## src/bus_pkg.sv

```systemverilog
package bus_pkg;

    // size codes, combined with addr[1:0] to pick byte lanes
    localparam logic [1:0] size_byte = 2'b00;
    localparam logic [1:0] size_half = 2'b01;
    localparam logic [1:0] size_word = 2'b10;

    // core side request, held stable until data_ok
    typedef struct packed {
        logic        req;
        logic        wr;
        logic [1:0]  size;
        logic [31:0] addr;
        // store data already placed in its byte lanes
        logic [31:0] wdata;
    } cpu_req_t;

    // core side response, both acks are one-cycle pulses
    typedef struct packed {
        logic        addr_ok;
        logic        data_ok;
        logic [31:0] rdata;
    } cpu_rsp_t;

    // memory side uses the same handshake
    typedef cpu_req_t mem_req_t;
    typedef cpu_rsp_t mem_rsp_t;

endpackage

```

## src/cache_pkg.sv

```systemverilog
package cache_pkg;

    // byte address split as tag | index | offset
    localparam int index_width  = 10;
    localparam int offset_width = 2;
    localparam int tag_width    = 32 - index_width - offset_width;

    // one set per index value
    localparam int num_sets = 2 ** index_width;

    // two-way set associative
    localparam int num_ways = 2;

    // state of one way, 22 bits with the default geometry
    typedef struct packed {
        logic                 valid;
        logic                 dirty;
        logic [tag_width-1:0] tag;
    } way_meta_t;

    // metadata of a whole set
    // mru names the way touched last, the other one is the victim
    typedef struct packed {
        way_meta_t [num_ways-1:0] way;
        logic                     mru;
    } set_meta_t;

    // one 32-bit word per way, lines are a single word
    typedef struct packed {
        logic [num_ways-1:0][31:0] word;
    } set_data_t;

endpackage
```

## src/dcache_ctrl.sv

```systemverilog
`timescale 1ns/100ps

// two-way write-back write-allocate cache controller
// all sequencing lives here, the set RAMs only store
module dcache_ctrl (
    input  logic                              clk,
    input  logic                              rst,

    // core data port
    input  bus_pkg::cpu_req_t                 cpu_req,
    output bus_pkg::cpu_rsp_t                 cpu_rsp,

    // memory port
    output bus_pkg::mem_req_t                 mem_req,
    input  bus_pkg::mem_rsp_t                 mem_rsp,

    // metadata RAM
    output logic [cache_pkg::index_width-1:0] meta_rd_index,
    input  cache_pkg::set_meta_t              meta_rd,
    output logic                              meta_we,
    output logic [cache_pkg::index_width-1:0] meta_wr_index,
    output cache_pkg::set_meta_t              meta_wr,

    // data RAM
    output logic [cache_pkg::index_width-1:0] data_rd_index,
    input  cache_pkg::set_data_t              data_rd,
    output logic                              data_we,
    output logic [cache_pkg::index_width-1:0] data_wr_index,
    output cache_pkg::set_data_t              data_wr
);
    import bus_pkg::*;
    import cache_pkg::*;

    typedef enum logic [1:0] {
        st_idle   = 2'b00,
        st_wb     = 2'b01,
        st_refill = 2'b10
    } state_t;

    state_t state;

    // memory accepted the address of the current transfer
    logic wb_addr_rcv;
    logic rf_addr_rcv;

    logic [tag_width-1:0]    tag;
    logic [index_width-1:0]  index;
    logic [offset_width-1:0] offset;

    logic [num_ways-1:0] way_hit;
    logic                hit;
    logic                way;
    logic                victim_dirty;

    logic is_idle;
    logic is_wb;
    logic is_refill;
    logic hit_ack;
    logic wb_done;
    logic refill_done;

    logic [3:0]  byte_mask;
    logic [31:0] bit_mask;
    logic [31:0] base_word;
    logic [31:0] merged_word;

    // core holds addr until data_ok, so no copy of tag/index is kept
    assign tag    = cpu_req.addr[31 -: tag_width];
    assign index  = cpu_req.addr[offset_width +: index_width];
    assign offset = cpu_req.addr[offset_width-1:0];

    assign is_idle   = (state == st_idle);
    assign is_wb     = (state == st_wb);
    assign is_refill = (state == st_refill);

    // tag compare on both ways
    always_comb begin
        for (int w = 0; w < num_ways; w++) begin
            way_hit[w] = meta_rd.way[w].valid && (meta_rd.way[w].tag == tag);
        end
    end

    assign hit = |way_hit;

    // hitting way, else the way not used last
    // set metadata is untouched during a miss, so the victim stays put
    assign way          = hit ? way_hit[1] : ~meta_rd.mru;
    assign victim_dirty = meta_rd.way[way].valid && meta_rd.way[way].dirty;

    assign hit_ack     = is_idle && cpu_req.req && hit;
    assign wb_done     = is_wb && mem_rsp.data_ok;
    assign refill_done = is_refill && mem_rsp.data_ok;

    // byte lanes touched by the access
    always_comb begin
        case (cpu_req.size)
            size_byte: byte_mask = 4'b0001 << offset;
            size_half: byte_mask = 4'b0011 << {offset[1], 1'b0};
            default:   byte_mask = 4'b1111;
        endcase
        for (int b = 0; b < 4; b++) begin
            bit_mask[8*b +: 8] = {8{byte_mask[b]}};
        end
    end

    // store merges into the cached word on a hit
    // and into the fetched word in the refill cycle
    assign base_word   = is_refill ? mem_rsp.rdata : data_rd.word[way];
    assign merged_word = (base_word & ~bit_mask) | (cpu_req.wdata & bit_mask);

    // miss FSM
    always_ff @(posedge clk) begin
        if (rst) begin
            state <= st_idle;
        end else begin
            case (state)
                st_idle: begin
                    if (cpu_req.req && !hit) begin
                        state <= victim_dirty ? st_wb : st_refill;
                    end
                end
                st_wb: begin
                    if (mem_rsp.data_ok) begin
                        state <= st_refill;
                    end
                end
                st_refill: begin
                    if (mem_rsp.data_ok) begin
                        state <= st_idle;
                    end
                end
                default: begin
                    state <= st_idle;
                end
            endcase
        end
    end

    // address flags, set on addr_ok and cleared with data_ok
    always_ff @(posedge clk) begin
        if (rst) begin
            wb_addr_rcv <= 1'b0;
            rf_addr_rcv <= 1'b0;
        end else begin
            if (wb_done) begin
                wb_addr_rcv <= 1'b0;
            end else if (is_wb && mem_req.req && mem_rsp.addr_ok) begin
                wb_addr_rcv <= 1'b1;
            end
            if (refill_done) begin
                rf_addr_rcv <= 1'b0;
            end else if (is_refill && mem_req.req && mem_rsp.addr_ok) begin
                rf_addr_rcv <= 1'b1;
            end
        end
    end

    // memory request, dropped once the address is taken
    always_comb begin
        mem_req.req  = (is_wb && !wb_addr_rcv) || (is_refill && !rf_addr_rcv);
        mem_req.wr   = is_wb;
        // whole word moves in both directions
        mem_req.size = size_word;
        // write-back goes to the victim line, refill to the request word
        if (is_wb) begin
            mem_req.addr = {meta_rd.way[way].tag, index, {offset_width{1'b0}}};
        end else begin
            mem_req.addr = {tag, index, {offset_width{1'b0}}};
        end
        mem_req.wdata = data_rd.word[way];
    end

    // core response
    // hit acks in the request cycle, miss acks with the refill data
    always_comb begin
        cpu_rsp.addr_ok = hit_ack || (is_refill && mem_req.req && mem_rsp.addr_ok);
        cpu_rsp.data_ok = hit_ack || refill_done;
        cpu_rsp.rdata   = hit ? data_rd.word[way] : mem_rsp.rdata;
    end

    // RAM updates, one set at the request index
    always_comb begin
        meta_rd_index = index;
        data_rd_index = index;
        meta_wr_index = index;
        data_wr_index = index;

        meta_we = hit_ack || refill_done;
        data_we = (hit_ack && cpu_req.wr) || refill_done;

        meta_wr     = meta_rd;
        meta_wr.mru = way;
        if (refill_done) begin
            // new line, dirty straight away for a store miss
            meta_wr.way[way].valid = 1'b1;
            meta_wr.way[way].dirty = cpu_req.wr;
            meta_wr.way[way].tag   = tag;
        end else if (cpu_req.wr) begin
            meta_wr.way[way].dirty = 1'b1;
        end

        data_wr           = data_rd;
        data_wr.word[way] = cpu_req.wr ? merged_word : mem_rsp.rdata;
    end

    // write-back only for a valid dirty victim
    // relies on the core holding its address through the miss
    a_wb_dirty_victim: assert property (
        @(posedge clk) disable iff (rst)
        mem_req.wr |-> meta_rd.way[way].valid && meta_rd.way[way].dirty
    );

    // core ack always answers a live core request
    a_data_ok_has_req: assert property (
        @(posedge clk) disable iff (rst)
        cpu_rsp.data_ok |-> cpu_req.req
    );

    // memory request held with a stable address until accepted
    a_mem_req_held: assert property (
        @(posedge clk) disable iff (rst)
        mem_req.req && !mem_rsp.addr_ok |=> mem_req.req && $stable(mem_req.addr)
    );

endmodule

```

## config.mk

```make
export PLATFORM = sky130hd
export DESIGN_NAME = dcache_ctrl
export DESIGN_NICKNAME = d
export VERILOG_FILES = /design/src/bus_pkg.sv /design/src/cache_pkg.sv /design/src/dcache_ctrl.sv
export SDC_FILE = /design/constraint.sdc
export NUM_CORES = 1
export LEC_CHECK = 0
export BUFFER_PORTS_ARGS = -buffer_cell sky130_fd_sc_hd__clkbuf_2
export CORE_AREA = 2 2 182 184
export DETAILED_ROUTE_END_ITERATION = 16
export DIE_AREA = 0 0 184 186
export SETUP_SLACK_MARGIN = 0.02
export SLEW_MARGIN = 40
export SYNTH_ARGS = -nofsm -noshare
export SYNTH_HDL_FRONTEND = slang
export SYNTH_SLANG_ARGS = --single-unit
```

## constraint.sdc

```tcl
create_clock -name clk -period 2.9 [get_ports clk]
set_input_delay 0.29 -clock clk [delete_from_list [all_inputs] [get_ports clk]]
set_output_delay 0.29 -clock clk [all_outputs]
set_load 0.01 [all_outputs]
```

==> flow_metrics.py <==
metrics = {
    "synthesis": {
        "number_of_warnings_printed_during_yosys_synthesis": 0,
        "yosys.cell_types.count": 49,
        "synthDominantAreaCellType": "mux2_2",
        "ys.flop_type": "dfxtp_1",
        "number_of_enable_type_register_cells_in_the_synthesized_netlist": 0,
        "asyncSetResetFlopFracSynth_pct": 0,
        "netlist_area_mm2": 0.00468,
        "post_synth.cell_area_avg_um2": 6.35,
        "synthTopCellsByArea": "mux2_2 13%, buf_4 9.5%, a31oi_1 8.6%",
        "synth_seq_cells": 4,
        "yosys.area.top_type_share_pct": 13.0,
        "synth.yosys.seq_area_share_pct": 1.71,
        "post_synth_inst_count": 737,
    },
    "timing": {
        "final_min_period_over_clock_period_pct": 94.6,
        "hold_ws_ps": 309,
        "final-setup-viol-count": 0,
        "finalWorstPathRequiredPeriod_ps": 2740,
        "fmax_mhz": 364,
        "actual_transition_at_the_worst_max_transition_pin_ps": 780,
        "max-slew-margin-rel_pct": 47.7,
        "hold_violations_final": 0,
        "postLayoutSetupSlackWorst_ps": 156,
        "grt_setup_unrepaired": "no",
        "clock_skew_ps": 0.637,
        "final_max_slew_viol_count": 0,
    },
    "floorplanning": {
        "io-pin-count": 466,
        "initial_core_util_pct": 14.5,
        "dieArea_mm2": 0.0342,
        "die_h_um": 186,
        "core_area_mm2": 0.0322,
        "floorplan.die.width_um": 184,
        "fp-row-count": 66,
    },
    "critical_path": {
        "r2r_end": "wb_addr_rcv",
        "cp_max_fo": 36,
        "timing.reg2reg.setup_slack_ps": 1180,
        "timing.critical_path.cells": "clkbuf_2 > xnor2_1 > nand4_1 > nor4_4 > buf_4 > a31o_2 > buf_12 > a31oi_1 > a21oi_1 > clkbuf_2",
        "cp_slowest_stage_delay_ps": 320,
        "critical_path.reg2reg.startpoint": "state[1]",
        "worstSetupStartpointType": "primary input",
        "criticalPathCategory": "in2out",
        "cp-end-kind": "output pin",
        "cp_common_cell": "clkbuf_2",
        "cp_slowest_cell": "a21oi_1",
        "r2r_cells": 4,
        "worstPathArrival_ps": 2450,
        "worst_ep_required_time_ps": 2610,
    },
    "global_route": {
        "grt_antenna_before_repair": 0,
        "maximum_number_of_pins_on_one_net_before_global_route_repair": 43,
        "grt_first_pass_wirelength_um": 44000,
        "global_route.overflow_total": 0,
        "gr-usage-all-layers_pct": 17.0,
        "grt_pass1_vias": 6961,
    },
    "pwr": {
        "seq_power_share_pct": 3.9,
        "max-vdd-ir-drop_mv": 0.123,
        "p_int_mw": 0.782,
        "leakage_power_of_the_design_nw": 3.48,
        "share_of_power_burned_in_combinational_logic_pct": 82.2,
        "report.power.total_mw": 1.57,
        "netSwitchingPower_mw": 0.792,
        "power.share.switching_pct": 50.3,
        "share_clk_of_total_power_pct": 13.9,
        "p_per_area_mw_per_mm2": 219,
    },
    "layout": {
        "layout_commonest_cell": "clkbuf_2",
        "most-common-layout-cells": "401 x clkbuf_2, 77 x a21oi_1, 75 x nand2_1",
        "layout.filler_cells": 3630,
        "drive_above_1_share_pct": 49.0,
        "areaGrowthSynthToFinish_pct": 53.5,
        "final_net_count": 1285,
        "sequential_cell_area_um2": 80.1,
        "stdcell_area_mm2": 0.00718,
        "antennaDiodeCount": 0,
        "multiInputGateArea_mm2": 0.00396,
        "final_util_pct": 22.3,
    },
    "clock_network": {
        "cts_max_path_buffers": 2,
        "cts_clock_pin_slew_for_the_worst_setup_and_hold_paths_ps": 30,
        "cts.htree.levels": 1,
        "clock_tree_from_tritoncts": "yes",
        "tritoncts_sinks": 4,
        "clk_latency_ps": 230,
        "cts.repair.resized": 2,
        "cts_inserted_buffers": 3,
        "postCtsSetupBuffers": 0,
        "root_buffer_selected_by_cts": "clkbuf_16",
        "holdBufCountCts": 0,
    },
    "run_status": {
        "run_status": "finished clean",
    },
    "placed_design": {
        "port_buffers": 401,
        "hpwl_um": 25600,
        "placedInstanceArea_mm2": 0.00704,
        "final_estimated_routing_congestion_in_global_placement": 0.871,
        "place_worst_setup_slack_ps": -75.8,
    },
    "detailed_routing": {
        "antenna_violating_nets_post_route": 0,
        "routed_wire_length_per_instance_um": 21.7,
        "routed_wirelength_um": 32000,
        "drt_first_pass_iters": 5,
        "first_iter_violations": 467,
        "remaining_drc_errors": 0,
        "vias": 7460,
        "post_drt_via_cell_ratio": 5.05,
    },
    "min_path": {
        "min-delay-start": "rst",
        "min_to": "wb_addr_rcv",
        "min_path_cells": 2,
        "min_delay_path_class": "in2reg",
    },
    "run": {
        "max_cap_viol_count": 0,
    },
}
-- layout make-up --
type | count | share of cell area, %
multi-input combinational | 604 | 55.1
sequential | 4 | 1.11
tap | 408 | 7.11
clock buffer | 3 | 1.05
timing repair buffer | 446 | 35.0
inverter | 13 | 0.679
-- kinds of logic (layout without fill, tap and decap cells) --
group / count (synthesis) / count (layout) / synth area share, %
mux: 62 / 62 / 14.9
other cells: 2 / 4 / 0.161
simple gates: 201 / 201 / 19.8
buf+inv: 131 / 462 / 15.8
flops: 4 / 4 / 1.71
compound gates: 297 / 297 / 40.0
xor+xnor: 40 / 40 / 7.65
-- power by group through the flow --
stage / Clock (mW) / Sequential [mW] / Combinational [mW]
CTS: 0.219 / 0.0619 / 1.28
global route: 0.225 / 0.0624 / 1.39
detailed placement: 0 / 0.0627 / 1.27
finish: 0.219 / 0.0620 / 1.29
floorplan: 0 / 0.0620 / 0.698
global placement: 0 / 0.0625 / 1.27
-- critical path, delay by kind of cell --
family	cells	cell delay (ps)
simple gates	2	440
compound gates	3	660
buf+inv	4	750
xor+xnor	1	300
-- cell usage after synthesis (3+ instances only) --
master,number
nor2_1,56
mux2_1,8
nor4_1,3
o21bai_1,4
nand4_1,9
buf_1,5
nand2_1,76
o21a_1,4
o21ai_0,43
inv_1,12
xor2_1,10
a21oi_1,77
mux2_2,54
clkbuf_1,45
a2bb2oi_1,44
a31oi_1,64
nand2b_1,4
o22ai_1,33
nor2b_1,3
xnor2_1,29
dfxtp_1,4
nor3_1,24
buf_4,59
buf_2,7
a21o_1,10
a22oi_1,10
nand3_1,13
-- metrics by stage --
stage | instances | setup TNS, ps
after floorplan | 739 | 0
after global placement | 1475 | -657
after detailed placement | 1475 | -120
after CTS | 1478 | 0
after global routing | 1478 | 0
final | 1478 | 0
-- sequential cells by signal, indices dropped and copies added, names as in the netlist --
| name | flops |
|---|---|
| state | 2 |
| wb_addr_rcv | 1 |
| rf_addr_rcv | 1 |
-- layer usage --
layer,part of all wire (%),global-route usage (%)
met3,9.5,3.80
met5,0,0
met4,2.1,4.22
met1,39,20.0
met2,50,31.2
-- worst max path at each step --
| stage | start | endpoint | slack [ps] | cells past startpoint |
|---|---|---|---|---|
| final | cpu_req[52] | mem_req[58] | 160 | 10 |
| after global routing | cpu_req[57] | data_wr[51] | 40 | 11 |
| after CTS | cpu_req[47] | mem_req[58] | 80 | 9 |
| after detailed placement | cpu_req[47] | mem_req[58] | -80 | 9 |
| after global placement | cpu_req[47] | mem_req[58] | -110 | 9 |
| after floorplan | cpu_req[61] | data_wr[37] | 570 | 10 |
Note: power is estimated with default switching activity, not from simulation.
